## config.mk

```make
export PLATFORM = sky130hd
export DESIGN_NAME = pipe_top
export DESIGN_NICKNAME = d
export VERILOG_FILES = /design/src/mach_pkg.sv /design/src/isa_pkg.sv /design/src/reg_file.sv /design/src/stage3ex.sv /design/src/stage4ma.sv /design/src/stage5mo.sv /design/src/pipe_top.sv
export SDC_FILE = /design/constraint.sdc
export NUM_CORES = 1
export LEC_CHECK = 0
export BUFFER_PORTS_ARGS = -buffer_cell sky130_fd_sc_hd__buf_2
export CAP_MARGIN = 20
export CELL_PAD_IN_SITES_DETAIL_PLACEMENT = 1
export CELL_PAD_IN_SITES_GLOBAL_PLACEMENT = 2
export CORE_UTILIZATION = 42
export DETAILED_ROUTE_END_ITERATION = 7
export PLACE_DENSITY_LB_ADDON = 0.1
export SYNTH_ARGS = -nofsm -noshare
export SYNTH_HDL_FRONTEND = slang
export SYNTH_SLANG_ARGS = --single-unit
```

## constraint.sdc

```tcl
create_clock -name clk -period 6.5 [get_ports clk]
set_clock_uncertainty 0.2 [all_clocks]
set_input_delay 0.325 -clock clk [delete_from_list [all_inputs] [get_ports clk]]
set_output_delay 0.325 -clock clk [all_outputs]
set_load 0.02 [all_outputs]
```

## src/mach_pkg.sv

```systemverilog
// machine package with the datapath widths, the word and flags types and the register index
`default_nettype none

package mach_pkg;

    // data and address share one width throughout the machine
    localparam int WORD_W = 12;

    // the flags word carries Z, N, C and V
    localparam int FLAGS_W = 4;

    // size of the architectural register file
    localparam int REG_COUNT = 4;

    // index width follows from the register count
    localparam int REG_IDX_W = $clog2(REG_COUNT);

    // one data or address word
    typedef logic [WORD_W-1:0] word_t;

    // flags word, bit positions live with the instruction set
    typedef logic [FLAGS_W-1:0] flags_t;

    // register index as found in the rd, rs and rt fields
    typedef logic [REG_IDX_W-1:0] reg_idx_t;

endpackage

`default_nettype wire

```

## src/isa_pkg.sv

```systemverilog
// instruction set package with opcodes, condition codes, flag positions and the instruction word
`default_nettype none

package isa_pkg;

    // opcode sits in the top four bits of every instruction
    typedef logic [3:0] opcode_t;

    localparam opcode_t OPC_NOP    = 4'h0;
    localparam opcode_t OPC_R_ADD  = 4'h1;
    localparam opcode_t OPC_R_SUB  = 4'h2;
    localparam opcode_t OPC_R_AND  = 4'h3;
    localparam opcode_t OPC_R_OR   = 4'h4;
    localparam opcode_t OPC_I_ADDi = 4'h5;
    localparam opcode_t OPC_R_LD   = 4'h6;
    localparam opcode_t OPC_I_LDi  = 4'h7;
    localparam opcode_t OPC_R_ST   = 4'h8;
    localparam opcode_t OPC_I_STi  = 4'h9;
    localparam opcode_t OPC_R_BCC  = 4'ha;
    localparam opcode_t OPC_I_BCCi = 4'hb;

    // bit index of each flag inside mach_pkg::flags_t
    localparam int FLAG_Z = 0;
    localparam int FLAG_N = 1;
    localparam int FLAG_C = 2;
    localparam int FLAG_V = 3;

    // branch conditions, carried in the rd field of a branch
    localparam logic [1:0] COND_ALWAYS = 2'd0;
    localparam logic [1:0] COND_Z      = 2'd1;
    localparam logic [1:0] COND_N      = 2'd2;
    localparam logic [1:0] COND_C      = 2'd3;

    // width of the immediate in the I form
    localparam int IMM_W = 6;

    // register form with three register fields and two spare bits
    typedef struct packed {
        opcode_t            opcode;
        mach_pkg::reg_idx_t rd;
        mach_pkg::reg_idx_t rs;
        mach_pkg::reg_idx_t rt;
        logic [1:0]         spare;
    } instr_r_t;

    // immediate form with one register field and a six bit immediate
    typedef struct packed {
        opcode_t            opcode;
        mach_pkg::reg_idx_t rd;
        logic [IMM_W-1:0]   imm6;
    } instr_i_t;

    // the same word seen either way, opcode and rd line up in both
    typedef union packed {
        instr_r_t r;
        instr_i_t i;
    } instr_t;

    function automatic logic is_branch(opcode_t op);
        return (op == OPC_R_BCC) || (op == OPC_I_BCCi);
    endfunction

    function automatic logic is_mem(opcode_t op);
        return (op == OPC_R_LD) || (op == OPC_I_LDi) || (op == OPC_R_ST) || (op == OPC_I_STi);
    endfunction

    function automatic logic is_load(opcode_t op);
        return (op == OPC_R_LD) || (op == OPC_I_LDi);
    endfunction

    // ALU instructions and loads are the only ones with a destination
    function automatic logic writes_reg(opcode_t op);
        return (op == OPC_R_ADD) || (op == OPC_R_SUB) || (op == OPC_R_AND) ||
               (op == OPC_R_OR) || (op == OPC_I_ADDi) || is_load(op);
    endfunction

endpackage

`default_nettype wire

```

## src/reg_file.sv

```systemverilog
// register file with two combinational read ports, one write port and write-through bypass
`timescale 1ns/10ps
`default_nettype none

module reg_file (
    input  logic               clk,
    input  logic               rst,
    input  mach_pkg::reg_idx_t ra_idx,
    input  mach_pkg::reg_idx_t rb_idx,
    input  logic               wb_en,
    input  mach_pkg::reg_idx_t wb_reg,
    input  mach_pkg::word_t    wb_data,
    output mach_pkg::word_t    ra_data,
    output mach_pkg::word_t    rb_data
);

    // architectural registers, all cleared by reset
    mach_pkg::word_t regs [mach_pkg::REG_COUNT];

    // the write lands at the end of the write-back cycle
    always_ff @(posedge clk or posedge rst) begin
        if (rst) begin
            for (int i = 0; i < mach_pkg::REG_COUNT; i++) begin
                regs[i] <= '0;
            end
        end else if (wb_en) begin
            regs[wb_reg] <= wb_data;
        end
    end

    // an instruction issued in the write-back cycle of its producer
    // must see the new value, so a matching index takes wb_data
    always_comb begin
        if (wb_en && (wb_reg == ra_idx)) begin
            ra_data = wb_data;
        end else begin
            ra_data = regs[ra_idx];
        end
    end

    always_comb begin
        if (wb_en && (wb_reg == rb_idx)) begin
            rb_data = wb_data;
        end else begin
            rb_data = regs[rb_idx];
        end
    end

endmodule

`default_nettype wire

```

## src/stage3ex.sv

```systemverilog
// execute stage with operand selection, ALU, flags register, branch resolution and EX/MA latch
`timescale 1ns/10ps
`default_nettype none

module stage3ex (
    input  logic               clk,
    input  logic               rst,
    input  logic               issue_valid,
    input  mach_pkg::word_t    issue_pc,
    input  isa_pkg::instr_t    issue_instr,
    input  mach_pkg::word_t    ra_data,
    input  mach_pkg::word_t    rb_data,
    output mach_pkg::reg_idx_t ra_idx,
    output mach_pkg::reg_idx_t rb_idx,
    output logic               ex_valid,
    output mach_pkg::word_t    ex_pc,
    output isa_pkg::instr_t    ex_instr,
    output mach_pkg::word_t    ex_result,
    output mach_pkg::word_t    ex_store_data,
    output mach_pkg::flags_t   ex_flags
);

    localparam int W = mach_pkg::WORD_W;

    isa_pkg::opcode_t  opcode;
    mach_pkg::word_t   imm_sext;
    mach_pkg::word_t   imm_zext;
    mach_pkg::word_t   op_b;
    logic              is_sub;
    logic              alu_op;
    logic [W:0]        sum;
    mach_pkg::word_t   alu_res;
    logic              alu_c;
    logic              alu_v;
    mach_pkg::flags_t  alu_flags;
    logic              taken;
    mach_pkg::word_t   target;
    mach_pkg::word_t   result;

    // opcode and rd line up in both views of the word
    assign opcode = issue_instr.r.opcode;

    // the immediate only makes sense through the I view
    assign imm_sext = {{(W - isa_pkg::IMM_W){issue_instr.i.imm6[isa_pkg::IMM_W-1]}},
                       issue_instr.i.imm6};
    assign imm_zext = {{(W - isa_pkg::IMM_W){1'b0}}, issue_instr.i.imm6};

    // ADDi adds to its own destination, everything else reads rs on port a
    assign ra_idx = (opcode == isa_pkg::OPC_I_ADDi) ? issue_instr.i.rd : issue_instr.r.rs;

    // stores read the data register from rd, register ALU ops read rt
    assign rb_idx = ((opcode == isa_pkg::OPC_R_ST) || (opcode == isa_pkg::OPC_I_STi)) ?
                    issue_instr.r.rd : issue_instr.r.rt;

    // ALU instructions are the writers that are not loads
    assign alu_op = isa_pkg::writes_reg(opcode) && !isa_pkg::is_load(opcode);

    // one adder handles ADD, ADDi and SUB, subtraction adds the inverse plus one
    // so the carry out reads as not-borrow
    assign is_sub = (opcode == isa_pkg::OPC_R_SUB);
    assign op_b   = (opcode == isa_pkg::OPC_I_ADDi) ? imm_sext : (is_sub ? ~rb_data : rb_data);
    assign sum    = {1'b0, ra_data} + {1'b0, op_b} + {{W{1'b0}}, is_sub};

    always_comb begin
        alu_res = sum[W-1:0];
        alu_c   = sum[W];
        // overflow when both addends agree in sign and the sum does not
        alu_v   = (ra_data[W-1] == op_b[W-1]) && (sum[W-1] != ra_data[W-1]);
        if (opcode == isa_pkg::OPC_R_AND) begin
            alu_res = ra_data & rb_data;
            alu_c   = 1'b0;
            alu_v   = 1'b0;
        end else if (opcode == isa_pkg::OPC_R_OR) begin
            alu_res = ra_data | rb_data;
            alu_c   = 1'b0;
            alu_v   = 1'b0;
        end
    end

    always_comb begin
        alu_flags                 = '0;
        alu_flags[isa_pkg::FLAG_Z] = (alu_res == '0);
        alu_flags[isa_pkg::FLAG_N] = alu_res[W-1];
        alu_flags[isa_pkg::FLAG_C] = alu_c;
        alu_flags[isa_pkg::FLAG_V] = alu_v;
    end

    // the condition code lives in the rd field and tests the flags register
    always_comb begin
        case (issue_instr.r.rd)
            isa_pkg::COND_Z: taken = ex_flags[isa_pkg::FLAG_Z];
            isa_pkg::COND_N: taken = ex_flags[isa_pkg::FLAG_N];
            isa_pkg::COND_C: taken = ex_flags[isa_pkg::FLAG_C];
            default:         taken = 1'b1;
        endcase
    end

    // BCC jumps to a register, BCCi is relative to its own pc
    assign target = (opcode == isa_pkg::OPC_R_BCC) ? ra_data : issue_pc + imm_sext;

    // loads and stores carry their address as the result
    always_comb begin
        if (alu_op) begin
            result = alu_res;
        end else if ((opcode == isa_pkg::OPC_R_LD) || (opcode == isa_pkg::OPC_R_ST)) begin
            result = ra_data;
        end else if ((opcode == isa_pkg::OPC_I_LDi) || (opcode == isa_pkg::OPC_I_STi)) begin
            result = imm_zext;
        end else if (isa_pkg::is_branch(opcode)) begin
            result = taken ? target : issue_pc + 1'b1;
        end else begin
            result = '0;
        end
    end

    // ex_flags doubles as the flags register and only ALU ops change it
    always_ff @(posedge clk or posedge rst) begin
        if (rst) begin
            ex_valid      <= 1'b0;
            ex_pc         <= '0;
            ex_instr      <= '0;
            ex_result     <= '0;
            ex_store_data <= '0;
            ex_flags      <= '0;
        end else begin
            ex_valid <= issue_valid;
            if (issue_valid) begin
                ex_pc         <= issue_pc;
                ex_instr      <= issue_instr;
                ex_result     <= result;
                ex_store_data <= rb_data;
                if (alu_op) begin
                    ex_flags <= alu_flags;
                end
            end
        end
    end

endmodule

`default_nettype wire

```

## src/stage4ma.sv

```systemverilog
// memory-address stage that selects the retiring pc, drives the data address and holds MA/MO
`timescale 1ns/10ps
`default_nettype none

module stage4ma (
    input  logic             clk,
    input  logic             rst,
    input  logic             ex_valid,
    input  mach_pkg::word_t  ex_pc,
    input  isa_pkg::instr_t  ex_instr,
    input  mach_pkg::word_t  ex_result,
    input  mach_pkg::word_t  ex_store_data,
    input  mach_pkg::flags_t ex_flags,
    output logic             ma_valid,
    output mach_pkg::word_t  ma_pc,
    output isa_pkg::instr_t  ma_instr,
    output mach_pkg::word_t  ma_result,
    output mach_pkg::word_t  ma_store_data,
    output mach_pkg::flags_t ma_flags,
    output mach_pkg::word_t  mem_addr
);

    isa_pkg::opcode_t opcode;
    mach_pkg::word_t  stage_pc;

    assign opcode = ex_instr.r.opcode;

    // a branch retires with the pc it resolved to, everything else with its own
    assign stage_pc = isa_pkg::is_branch(opcode) ? ex_result : ex_pc;

    // execute already formed the address for loads and stores
    // other instructions park the address bus at zero
    assign mem_addr = isa_pkg::is_mem(opcode) ? ex_result : '0;

    // the valid bit always moves, the payload only with a valid instruction
    always_ff @(posedge clk or posedge rst) begin
        if (rst) begin
            ma_valid      <= 1'b0;
            ma_pc         <= '0;
            ma_instr      <= '0;
            ma_result     <= '0;
            ma_store_data <= '0;
            ma_flags      <= '0;
        end else begin
            ma_valid <= ex_valid;
            if (ex_valid) begin
                ma_pc         <= stage_pc;
                ma_instr      <= ex_instr;
                ma_result     <= ex_result;
                ma_store_data <= ex_store_data;
                ma_flags      <= ex_flags;
            end
        end
    end

endmodule

`default_nettype wire

```

## src/stage5mo.sv

```systemverilog
// memory-operate stage with data memory, load and store, and the retirement and write-back latch
`timescale 1ns/10ps
`default_nettype none

module stage5mo #(
    parameter int DMEM_DEPTH = 64
) (
    input  logic               clk,
    input  logic               rst,
    input  logic               ma_valid,
    input  mach_pkg::word_t    ma_pc,
    input  isa_pkg::instr_t    ma_instr,
    input  mach_pkg::word_t    ma_result,
    input  mach_pkg::word_t    ma_store_data,
    input  mach_pkg::flags_t   ma_flags,
    input  mach_pkg::word_t    mem_addr,
    output logic               retire_valid,
    output mach_pkg::word_t    retire_pc,
    output isa_pkg::instr_t    retire_instr,
    output mach_pkg::word_t    retire_result,
    output mach_pkg::flags_t   retire_flags,
    output logic               wb_en,
    output mach_pkg::reg_idx_t wb_reg,
    output mach_pkg::word_t    wb_data
);

    // only the low address bits select a word, higher addresses wrap
    localparam int ADDR_W = $clog2(DMEM_DEPTH);

    if ((1 << ADDR_W) != DMEM_DEPTH) begin : g_depth_check
        $error("DMEM_DEPTH must be a power of two");
    end

    isa_pkg::opcode_t opcode;
    logic             do_load;
    logic             do_store;
    logic [ADDR_W-1:0] addr_q;

    mach_pkg::word_t dmem [DMEM_DEPTH];

    assign opcode   = ma_instr.r.opcode;
    assign do_load  = ma_valid && isa_pkg::is_load(opcode);
    assign do_store = ma_valid && isa_pkg::is_mem(opcode) && !isa_pkg::is_load(opcode);

    // mem_addr is presented while the instruction is still in MA, so the
    // address is captured alongside the MA/MO latch and used one cycle later
    always_ff @(posedge clk or posedge rst) begin
        if (rst) begin
            addr_q <= '0;
        end else begin
            addr_q <= mem_addr[ADDR_W-1:0];
        end
    end

    // synchronous write port
    always_ff @(posedge clk) begin
        if (do_store) begin
            dmem[addr_q] <= ma_store_data;
        end
    end

    // the load reads at the same edge that registers the write-back,
    // so wb_data is the memory word for loads and the result otherwise
    always_ff @(posedge clk or posedge rst) begin
        if (rst) begin
            retire_valid  <= 1'b0;
            retire_pc     <= '0;
            retire_instr  <= '0;
            retire_result <= '0;
            retire_flags  <= '0;
            wb_en         <= 1'b0;
            wb_reg        <= '0;
            wb_data       <= '0;
        end else begin
            retire_valid <= ma_valid;
            wb_en        <= ma_valid && isa_pkg::writes_reg(opcode);
            if (ma_valid) begin
                retire_pc     <= ma_pc;
                retire_instr  <= ma_instr;
                retire_result <= ma_result;
                retire_flags  <= ma_flags;
                wb_reg        <= ma_instr.i.rd;
                wb_data       <= do_load ? dmem[addr_q] : ma_result;
            end
        end
    end

endmodule

`default_nettype wire

```

## src/pipe_top.sv

```systemverilog
// pipeline back end that joins execute, memory address, memory operate and the register file
`timescale 1ns/10ps
`default_nettype none

module pipe_top #(
    parameter int DMEM_DEPTH = 64
) (
    input  logic               clk,
    input  logic               rst,
    input  logic               issue_valid,
    input  mach_pkg::word_t    issue_pc,
    input  isa_pkg::instr_t    issue_instr,
    output logic               retire_valid,
    output mach_pkg::word_t    retire_pc,
    output isa_pkg::instr_t    retire_instr,
    output mach_pkg::word_t    retire_result,
    output mach_pkg::flags_t   retire_flags,
    output logic               wb_en,
    output mach_pkg::reg_idx_t wb_reg,
    output mach_pkg::word_t    wb_data
);

    // register file read ports
    mach_pkg::reg_idx_t ra_idx;
    mach_pkg::reg_idx_t rb_idx;
    mach_pkg::word_t    ra_data;
    mach_pkg::word_t    rb_data;

    // EX/MA latch
    logic             ex_valid;
    mach_pkg::word_t  ex_pc;
    isa_pkg::instr_t  ex_instr;
    mach_pkg::word_t  ex_result;
    mach_pkg::word_t  ex_store_data;
    mach_pkg::flags_t ex_flags;

    // MA/MO latch and the data address
    logic             ma_valid;
    mach_pkg::word_t  ma_pc;
    isa_pkg::instr_t  ma_instr;
    mach_pkg::word_t  ma_result;
    mach_pkg::word_t  ma_store_data;
    mach_pkg::flags_t ma_flags;
    mach_pkg::word_t  mem_addr;

    // the write-back outputs also feed the register file
    reg_file i_reg_file (
        .clk(clk), .rst(rst),
        .ra_idx(ra_idx), .rb_idx(rb_idx),
        .wb_en(wb_en), .wb_reg(wb_reg), .wb_data(wb_data),
        .ra_data(ra_data), .rb_data(rb_data)
    );

    stage3ex i_stage3ex (
        .clk(clk), .rst(rst),
        .issue_valid(issue_valid), .issue_pc(issue_pc), .issue_instr(issue_instr),
        .ra_data(ra_data), .rb_data(rb_data),
        .ra_idx(ra_idx), .rb_idx(rb_idx),
        .ex_valid(ex_valid), .ex_pc(ex_pc), .ex_instr(ex_instr),
        .ex_result(ex_result), .ex_store_data(ex_store_data), .ex_flags(ex_flags)
    );

    stage4ma i_stage4ma (
        .clk(clk), .rst(rst),
        .ex_valid(ex_valid), .ex_pc(ex_pc), .ex_instr(ex_instr),
        .ex_result(ex_result), .ex_store_data(ex_store_data), .ex_flags(ex_flags),
        .ma_valid(ma_valid), .ma_pc(ma_pc), .ma_instr(ma_instr),
        .ma_result(ma_result), .ma_store_data(ma_store_data), .ma_flags(ma_flags),
        .mem_addr(mem_addr)
    );

    stage5mo #(
        .DMEM_DEPTH(DMEM_DEPTH)
    ) i_stage5mo (
        .clk(clk), .rst(rst),
        .ma_valid(ma_valid), .ma_pc(ma_pc), .ma_instr(ma_instr),
        .ma_result(ma_result), .ma_store_data(ma_store_data), .ma_flags(ma_flags),
        .mem_addr(mem_addr),
        .retire_valid(retire_valid), .retire_pc(retire_pc), .retire_instr(retire_instr),
        .retire_result(retire_result), .retire_flags(retire_flags),
        .wb_en(wb_en), .wb_reg(wb_reg), .wb_data(wb_data)
    );

endmodule

`default_nettype wire

```

==> flow_summary_export.csv, run 1 <==
group,metric,value,unit
clocking,cts_buffer_depth,3,
run,maxCapViolCount,0,
clocking,post-cts-setup-buffers,0,
logic_synthesis,syn_inst,2555,
clocking,cts_buffers,101,
die,die_w,308.3,um
die,pin_count,83,
die,dieArea,0.09502,sq mm
final_layout,top_regs,"i_stage5mo.dmem: 768 flops, i_reg_file.regs: 48 flops",
critical_path,crit_path_cell_trace,"dlygate4sd3_1, buf_2, nor3b_2, mux2_2, xnor2_1, and3_4, mux2i_1, o22ai_1, a31o_2, fa_1, fa_1, nor2b_1, o2111ai_1, nand3_1, a41o_1, xnor2_1, a32oi_1, a32oi_1, nand4b_1, o21ai_1",
die,rows,111,
outcome,status,"complete, no violations",
logic_synthesis,synth_flop_cell,"edfxtp_1",
logic_synthesis,yosys.cell_count.top_type,"edfxtp_1",
final_layout,utilization,49.16,%
power,power_density,395.9,mW/mm^2
logic_synthesis,ys_types,76,
detailed_routing,dr.pass1.iters,7,
logic_synthesis,synth_top_area_share,58.55,%
die,core_area,0.09222,sq mm
global_routing,track_usage,26.31,%
detailed_routing,wire_per_inst,30.73,um
clocking,tritoncts,"done",
critical_path,reg2reg_depth,16,
placed_design,place.gp.congestion,0.8950,
timing,rsz0062_at_grt,"false",
logic_synthesis,synthArstFlopShare,21.79,%
timing,min_period_over_period,85.83,%
clocking,insertion_delay,0.69,ns
final_layout,drive_gt1_share,19.25,%
logic_synthesis,synth_edf_count,768,
timing,maxSlewHeadroom,33.11,%
final_layout,area_delta_synth_final,15.09,%
timing,hold_ws,0.07059,ns
clocking,cts_num_sinks,982,
placed_design,dpl.hpwl,75930,um
timing,max_slew.worst_pin.slew,1.001,ns
critical_path,cpMaxStageDelayCell,"mux2_2",
clocking,post_cts_resized,0,
global_routing,grt-ovfl-total,0,
detailed_routing,drc,0,
critical_path,critPathMaxStageDelay,0.59,ns
clocking,clock-root-buffer,"clkbuf_16",
critical_path,r2r-start,"i_stage5mo.retire_instr[7]",
detailed_routing,wirelength,124000,um
placed_design,io_buffers,82,
critical_path,path_class,"in2reg",
die,start_util,42.72,%
global_routing,grt_max_degree,111,
logic_synthesis,synth_area_leaders,"edfxtp_1, dfrtp_1, a22oi_1, mux2_2, mux2i_1",
detailed_routing,via_count,24270,
power,p_leak,15.53,nW
critical_path,worstPathArrival,5.97,ns
detailed_routing,via_per_inst,6.017,
logic_synthesis,yosys_register_bits,982,
timing,drv_slew,0,
final_layout,fillers,8881,
timing,hold_violations,0,
timing,fin_crit,5.579,ns
timing,setup_viol,0,
critical_path,reg2reg_to,"i_stage3ex.ex_flags[0]",
critical_path,setup.worst_path.end,"i_stage3ex.ex_flags[0]",
final_layout,regMostFlops,"i_stage5mo.dmem",
final_layout,post-route-cell-area,0.04533,sq mm
global_routing,antenna_found_initial,1,
detailed_routing,drt_iter0_drc,2196,
timing,max_freq,179.2,MHz
logic_synthesis,avgSynthCellArea,15.42,sq um
final_layout,num-nets-final,2761,
clocking,hold_buffers,24,
clocking,htreeDepth,3,
global_routing,first_global_vias,25050,
detailed_routing,drtAntennaViolNets,0,
timing,tns,0,ns
logic_synthesis,yosys-top-cells-count,"edfxtp_1, a22oi_1, dfrtp_1",
power,irDropWorstVdd,0.2605,mV
die,die_h,308.3,um
logic_synthesis,syn_area,0.03939,sq mm
logic_synthesis,syn_nets,2608,
final_layout,largest_reg_flops,768,
global_routing,grt_pass1_wl,180100,um
critical_path,end_kind,"flip-flop",
critical_path,crit_fanout,16,
logic_synthesis,ys_seq_area_share,72.14,%
hold_path,hold_class,"in2reg",
critical_path,r2r_slack,1.59,ns
critical_path,critical_path_required,6.89,ns
critical_path,crit_start,"issue_instr[9]",
clocking,clkTransAtPathRegs,0.06,ns
placed_design,dpl_cell_area,0.04166,sq mm
logic_synthesis,ys_warn_count,0,
critical_path,startpoint_type,"input pin",
logic_synthesis,synth_top_area_cell,"edfxtp_1",
-- final cells by class --
cell class                      count  area (sq um)  area share [%]
Antenna cell                        1         2.502        0.005520
Clock buffer                      124          2654           5.854
Clock inverter                     61         695.7           1.535
Inverter                           25         101.3          0.2236
Multi-Input combinational cell   1383         10260           22.63
Sequential cell                   982         28440           62.72
Tap cell                         1243          1555           3.431
Timing Repair Buffer              215          1632           3.599
-- worst min path at each step --
stage                                 startpoint                    endpoint  slack (ns)  depth (start not counted)
final                             issue_instr[5]      i_stage3ex.ex_instr[5]        0.07                          2
after global routing              issue_instr[5]      i_stage3ex.ex_instr[5]        0.04                          2
after CTS                         issue_instr[5]      i_stage3ex.ex_instr[5]        0.03                          2
after detailed placement  i_stage4ma.ma_instr[0]  i_stage5mo.retire_instr[0]        0.29                          1
after global placement    i_stage3ex.ex_instr[7]      i_stage3ex.ex_instr[7]        0.29                          1
after floorplan              i_stage3ex.ex_valid         i_stage4ma.ma_valid        0.15                          0
-- stage by stage --
step                      instances  worst slack [ns]  total power, W
final                          4034            0.9209         0.01795
after floorplan                2555            0.1241         0.01044
after global routing           4033            0.5491         0.01862
after detailed placement       3819            0.8027         0.01218
after CTS                      4028            0.9836         0.01806
after global placement         3817            0.9667         0.01204
-- layer usage --
layer / GRT usage [%] / wire [um]
met1: 34.50 / 51510
met2: 45.43 / 62720
met3: 3.381 / 5960
met4: 8.076 / 3776
met5: 0 / 0
-- cell usage in the layout (no fill, tap or decap), types with 16 or more instances in the layout --
| cell type | instances |
|---|---|
| buf_2 | 82 |
| ha_1 | 23 |
| mux2_2 | 153 |
| nand2_1 | 87 |
| clkbuf_16 | 101 |
| a22o_1 | 67 |
| a22oi_1 | 264 |
| inv_1 | 23 |
| a31oi_1 | 49 |
| nand4_1 | 52 |
| clkbuf_1 | 19 |
| dlygate4sd3_1 | 24 |
| clkinv_2 | 21 |
| mux2i_1 | 69 |
| a221oi_1 | 67 |
| clkinv_1 | 20 |
| nor2_1 | 140 |
| a21oi_1 | 79 |
| a32oi_1 | 16 |
| buf_4 | 95 |
| xnor2_1 | 19 |
| o21ai_0 | 55 |
| nand3_1 | 26 |
| edfxtp_1 | 768 |
| dfrtp_1 | 199 |
-- power by group --
part	leakage, nW	switching [W]	internal (W)
combinational	4.42	0.00245	0.00123
sequential	9.47	0.000587	0.00780
clock	1.64	0.00246	0.00342
total	15.5	0.00549	0.0125
-- worst max-delay path, delay by kind of cell --
kind                     cells  cell delay (ns)
AND/OR/NAND/NOR              5             1.15
adder cells (fa/ha/maj)      2             0.96
XOR/XNOR                     2             0.47
buffers and inverters        2             0.73
AO/OA/AOI/OAI                7             1.28
multiplexers                 2             1.04
-- cell families (layout without fill, tap and decap cells) --
logic type | Yosys count | in the layout | share of synthesized area, %
flops | 982 | 982 | 72.14
compound gates | 695 | 695 | 12.85
simple gates | 399 | 399 | 4.895
mux | 227 | 227 | 6.413
buf+inv | 190 | 425 | 1.953
xor+xnor | 36 | 36 | 0.8672
fa+ha+maj | 26 | 26 | 0.8830
other cells | 0 | 1 | 0
Note: power is estimated with default switching activity, not from simulation.
==> run 2, diff against run 1 <==
--- a/config.mk
+++ b/config.mk
@@ -9,7 +9,8 @@
 export CAP_MARGIN = 20
 export CELL_PAD_IN_SITES_DETAIL_PLACEMENT = 1
 export CELL_PAD_IN_SITES_GLOBAL_PLACEMENT = 2
-export CORE_UTILIZATION = 42
+export CORE_UTILIZATION = 48
+export CTS_BUF_LIST = sky130_fd_sc_hd__clkbuf_4
 export DETAILED_ROUTE_END_ITERATION = 7
 export PLACE_DENSITY_LB_ADDON = 0.1
 export SYNTH_ARGS = -nofsm -noshare
==> constraint.sdc (replaced) <==
create_clock -name clk -period 6.2 [get_ports clk]
set_clock_uncertainty 0.2 [all_clocks]
set_input_delay 0.31 -clock clk [delete_from_list [all_inputs] [get_ports clk]]
set_output_delay 0.31 -clock clk [all_outputs]
set_load 0.02 [all_outputs]
==> run 2 against run 1 <==
The run now ends with DRC left. Critical path depth did not move. Utilization rose by 7.0 points. Worst setup slack improved by 0.24 ns. Non-clock buffer count rose by 45. Largest power group unchanged. Highest routed layer unchanged.
==> flow_summary_export.csv, run 2 (synthesized netlist as in run 1, its figures left out) <==
group,metric,value,unit
critical_path,worstPathArrival,5.86,ns
clocking,htreeDepth,5,
critical_path,path_buf_inv,2,
critical_path,crit_fanout,16,
critical_path,r2r_slack,1.30,ns
final_layout,fin_cells,4161,
placed_design,dpl_worst_slack,0.6917,ns
placed_design,io_buffers,82,
final_layout,largest_reg_flops,768,
run,maxCapViolCount,0,
critical_path,critical_path_required,7.02,ns
clocking,cts_buffers,276,
detailed_routing,drtAntennaViolNets,0,
power,p_leak,16.01,nW
die,pin_count,83,
timing,max_slew.worst_pin.slew,1.072,ns
hold_path,whs_endpoint,"i_stage3ex.ex_result[0]",
timing,min_period_over_period,81.34,%
global_routing,antenna_found_initial,2,
timing,max_freq,198.3,MHz
detailed_routing,via_per_inst,6.190,
die,core_area,0.08081,sq mm
power,power_density,401.9,mW/mm^2
detailed_routing,wirelength,122800,um
global_routing,first_global_vias,26770,
critical_path,reg2reg_to,"i_stage3ex.ex_result[11]",
critical_path,cpMaxStageDelayCell,"mux2_2",
timing,tns,0,ns
critical_path,crit_path_cell_trace,"dlygate4sd3_1, buf_2, nor3b_2, mux2_2, xnor2_1, and3_4, mux2i_1, o22ai_1, a31o_2, fa_1, fa_1, nor2b_1, o2111ai_1, nand3_1, a41o_1, xnor2_1, a32oi_1, a32oi_1, nand4b_1, o21ai_1",
global_routing,grt_max_degree,144,
timing,worst_slack,1.157,ns
clocking,post-cts-setup-buffers,0,
final_layout,area_delta_synth_final,15.24,%
die,start_util,48.75,%
detailed_routing,drt_iter0_drc,1861,
outcome,violations,"DRC",
placed_design,dpl.hpwl,74080,um
timing,maxSlewHeadroom,28.37,%
outcome,status,"finished with violations",
die,die_h,288.5,um
final_layout,regMostFlops,"i_stage5mo.dmem",
clocking,cts_buffer_depth,4,
final_layout,utilization,56.17,%
final_layout,final_common_cell,"edfxtp_1",
global_routing,track_usage,29.71,%
critical_path,r2r-start,"i_stage5mo.wb_reg[0]",
timing,drv_slew,0,
detailed_routing,via_count,25760,
critical_path,critPathMaxStageDelay,0.58,ns
placed_design,place_inst,3639,
critical_path,startpoint_type,"input pin",
clocking,clkTransAtPathRegs,0.06,ns
clocking,insertion_delay,1.15,ns
timing,setup_viol,0,
final_layout,num-nets-final,2981,
clocking,cts_num_sinks,982,
timing,fin_crit,5.043,ns
hold_path,worstHoldStart,"issue_pc[0]",
power,irDropWorstVdd,0.2120,mV
timing,rsz0062_at_grt,"false",
hold_path,hold_depth,4,
power,power,0.01824,W
die,die_w,288.5,um
timing,hold_violations,0,
detailed_routing,dr.pass1.iters,8,
die,rows,104,
global_routing,grt-ovfl-total,0,
hold_path,hold_class,"in2reg",
die,dieArea,0.08321,sq mm
final_layout,drive_gt1_share,25.64,%
final_layout,layout_common_cells,"edfxtp_1, clkbuf_4, a22oi_1",
detailed_routing,drc,20,
clocking,clock-root-buffer,"clkbuf_4",
critical_path,reg2reg_depth,15,
final_layout,top_regs,"i_stage5mo.dmem: 768 flops, i_reg_file.regs: 48 flops",
global_routing,grt_pass1_wl,178500,um
critical_path,critical_path.top_delay_family,"compound AO/OA/AOI/OAI gates",
critical_path,path_class,"in2reg",
clocking,tritoncts,"done",
critical_path,end_kind,"flip-flop",
detailed_routing,wire_per_inst,29.51,um
final_layout,fillers,7704,
placed_design,place.gp.congestion,0.9077,
run 2: cell types whose count changed in the layout (fill, tap and decap cells not counted), moves of 3 or more:
cell           before  now
clkinv_1           20   42
clkinv_2           21    6
diode_2             1    8
clkbuf_4            1  386
clkbuf_16         101    0
inv_2               0    7
bufinv_16          13    3
buf_12             13   10
clkbuf_8            4    0
buf_4              95   99
clkbuf_1           19    0
dlygate4sd3_1      24   66
run 2: per-layer routing:
| metal | vias to the layer above | share of wire (%) | track usage, % |
|---|---|---|---|
| met2 | 975 | 51 | 50.45 |
| met5 | - | 0 | 0 |
| met3 | 231 | 6.0 | 5.450 |
| met1 | 13410 | 40 | 37.29 |
| li1 | 11140 | - | - |
| met4 | 0 | 3.5 | 12.91 |
run 2: worst max-delay path by stage:
stage	start	to	depth (start not counted)
2_1_floorplan	issue_instr[9]	i_stage3ex.ex_flags[0]	21
3_3_place_gp	issue_instr[11]	i_stage3ex.ex_flags[0]	19
3_5_place_dp	issue_instr[11]	i_stage3ex.ex_flags[0]	19
4_1_cts	issue_instr[11]	i_stage3ex.ex_flags[0]	20
5_1_grt	issue_instr[11]	i_stage3ex.ex_flags[0]	20
6_report	issue_instr[11]	i_stage3ex.ex_flags[0]	20
run 2: where the power goes:
group | total, W | internal [W] | switching (W)
combinational | 0.00386 | 0.00131 | 0.00255
clock | 0.00560 | 0.00296 | 0.00263
sequential | 0.00879 | 0.00818 | 0.000604
run 2: tightest hold or removal path, cell delays in order:
cell and delay, ns:
dlygate4sd3_1 0.53, buf_2 0.19, o221a_2 0.27, a21oi_1 0.08
run 2: timing repair:
action | 4_1_cts | 5_1_grt
endpoints found under the setup margin | 0 | 0
endpoints found under the hold margin | 256 | 0
hold buffers | 66 | 0
gates resized for setup | 0 | 0
run 2: layout make-up:
type,count,area (sq um),share of cell area [%]
Sequential cell,982,28440,62.64
Multi-Input combinational cell,1383,10250,22.59
Clock buffer,385,2890,6.367
Timing Repair Buffer,260,2061,4.540
Tap cell,1060,1326,2.922
Clock inverter,58,309.0,0.6808
Inverter,25,97.59,0.2150
Antenna cell,8,20.02,0.04410
run 2: stage by stage:
step	instance area (sq um)	hold slack (ns)
floorplan	39400	0.1414
global placement	41410	0.04181
detailed placement	41420	0.04135
CTS	45280	0.02500
global route	45390	0.07830
finish	45390	0.1193
==> run 3, diff against run 2 <==
==> constraint.sdc (replaced) <==
create_clock -name clk -period 4.85 [get_ports clk]
set_clock_uncertainty 0.2 [all_clocks]
set_input_delay 0.2425 -clock clk [delete_from_list [all_inputs] [get_ports clk]]
set_output_delay 0.2425 -clock clk [all_outputs]
set_load 0.02 [all_outputs]
==> run 3 against run 2 <==
The flow still finishes with violations (DRC). Non-clock buffer count up 78. Worst setup slack worse by 0.94 ns. Final cell count grew 1.7%. Sequential power increased by 29%. Register-to-register slack got worse by 0.73 ns. Final area is 1.2% higher. Wire length is 1.1% higher. Via count increased by 1.2%. Critical path depth stayed put. Utilization rose by 0.68 points. Clock power is 21% higher. Count of clock-buffer cells in the layout shrank 39. Critical path type unchanged. Largest power group unchanged. Highest routed layer unchanged.
==> flow_summary_export.csv, run 3 (synthesized netlist as in run 1, its figures left out) <==
group,metric,value,unit
final_layout,post-route-cell-area,0.04595,sq mm
final_layout,largest_reg_flops,768,
global_routing,antenna_found_initial,2,
clocking,clkTransAtPathRegs,0.07,ns
critical_path,end_kind,"flip-flop",
hold_path,hold_class,"in2reg",
final_layout,top_regs,"i_stage5mo.dmem: 768 flops, i_reg_file.regs: 48 flops",
critical_path,startpoint_type,"input pin",
clocking,tritoncts,"done",
detailed_routing,drt_iter0_drc,2099,
timing,rsz0062_at_grt,"false",
critical_path,critPathMaxStageDelay,0.57,ns
critical_path,path_class,"in2reg",
final_layout,final_common_cell,"edfxtp_1",
detailed_routing,drtAntennaViolNets,0,
global_routing,track_usage,30.26,%
critical_path,path_buf_inv,5,
critical_path,worstPathArrival,5.52,ns
power,power_density,505.1,mW/mm^2
clocking,insertion_delay,1.19,ns
final_layout,regMostFlops,"i_stage5mo.dmem",
timing,fin_crit,4.637,ns
timing,max_freq,215.6,MHz
placed_design,io_buffers,82,
timing,drv_slew,0,
final_layout,area_delta_synth_final,16.64,%
critical_path,crit_fanout,8,
die,dieArea,0.08321,sq mm
power,irDropWorstVdd,0.3006,mV
detailed_routing,dr.pass1.iters,8,
die,core_area,0.08081,sq mm
critical_path,cpMaxStageDelayCell,"dlygate4sd3_1",
global_routing,first_global_vias,27350,
timing,max_slew.worst_pin.slew,1.013,ns
detailed_routing,via_per_inst,6.162,
outcome,status,"finished with violations",
critical_path,critical_path.top_delay_family,"buffers and inverters",
clocking,clock-root-buffer,"clkbuf_4",
timing,maxSlewHeadroom,32.45,%
die,die_w,288.5,um
placed_design,dpl_cell_area,0.04197,sq mm
final_layout,drive_gt1_share,26.27,%
global_routing,grt-ovfl-total,0,
detailed_routing,wirelength,124200,um
timing,setup_viol,0,
die,start_util,48.75,%
detailed_routing,via_count,26070,
die,pin_count,83,
placed_design,place.gp.congestion,0.9275,
detailed_routing,drc,20,
global_routing,grt_max_degree,96,
die,die_h,288.5,um
final_layout,num-nets-final,3024,
power,p_leak,16.27,nW
clocking,htreeDepth,4,
run,maxCapViolCount,0,
timing,min_period_over_period,95.61,%
critical_path,crit_path_cell_trace,"dlygate4sd3_1, buf_2, dlygate4sd3_1, buf_4, and4bb_2, mux2_2, buf_4, mux4_2, mux2i_1, fa_1, fa_1, nor2b_1, o2111ai_1, nand3_1, a41o_1, xnor2_1, a32oi_1, a32oi_1, nand4b_1, o21ai_1",
clocking,cts_buffers,241,
die,rows,104,
clocking,cts_buffer_depth,3,
outcome,violations,"DRC",
critical_path,critical_path_required,5.73,ns
final_layout,layout_common_cells,"edfxtp_1, clkbuf_4, a22oi_1",
detailed_routing,wire_per_inst,29.36,um
placed_design,dpl.hpwl,76440,um
clocking,cts_num_sinks,982,
timing,hold_violations,0,
timing,hold_ws,0.1310,ns
global_routing,grt_pass1_wl,181100,um
timing,tns,0,ns
-- run 3: layout make-up --
| cell class | count | area [sq um] |
|---|---|---|
| antenna | 10 | 25.02 |
| clock buffer | 346 | 2597 |
| clock inverter | 86 | 460.4 |
| fill | 7756 | 34860 |
| inverter | 25 | 97.59 |
| multi-input combinational | 1383 | 10270 |
| sequential | 982 | 28440 |
| tap | 1060 | 1326 |
| timing repair buffer | 338 | 2736 |
-- run 3: tightest hold or removal path, stage by stage --
cell and delay, ns:
dlygate4sd3_1 0.52, buf_2 0.27, nor2b_1 0.08, o22ai_1 0.13, a31o_2 0.17
-- run 3: final timing paths --
check / from / cells past startpoint / slack, ns / end
worst max-delay path: issue_instr[11] / 20 / 0.21 / i_stage3ex.ex_flags[0]
worst min-delay path: issue_instr[4] / 5 / 0.13 / i_stage3ex.ex_result[4]
worst max register to register: i_stage5mo.wb_reg[0] / 16 / 0.57 / i_stage3ex.ex_flags[0]
worst min register to register: i_stage3ex.ex_store_data[8] / 1 / 0.28 / i_stage4ma.ma_store_data[8]
max in group asynchronous: rst / 5 / 3.25 / i_stage4ma.ma_store_data[4]
min in group asynchronous: rst / 4 / 0.18 / i_stage5mo.retire_instr[5]
-- run 3: stage by stage --
step	util, %	power, W	cells	setup WS, ns
floorplan	-	0.01399	2555	0.1588
global placement	51.91	0.01625	3703	0.1601
detailed placement	51.94	0.01644	3704	0.02736
CTS	56.68	0.02331	4213	0.2050
global route	56.85	0.02417	4228	0.09314
finish	56.86	0.02321	4230	0.2128
-- run 3: per-layer routing --
metal / track usage, % / part of all wire [%] / up-vias
met5: 0 / 0 / -
met4: 12.66 / 3.5 / 0
met3: 4.905 / 6.2 / 230
met2: 52.35 / 51 / 1094
met1: 37.75 / 39 / 13500
li1: - / - / 11240
-- run 3: where the power goes --
part           internal, W  total [W]  switching (W)
sequential          0.0105     0.0113       0.000793
clock              0.00340    0.00680        0.00340
combinational      0.00182    0.00515        0.00333
total               0.0157     0.0232        0.00752
-- run 3: repair_timing --
action,in CTS,in global routing
endpoints found under the setup margin,0,3
hold endpoints to repair,267,0
gates resized for setup,0,4
hold buffers,77,0
buffers inserted,0,2
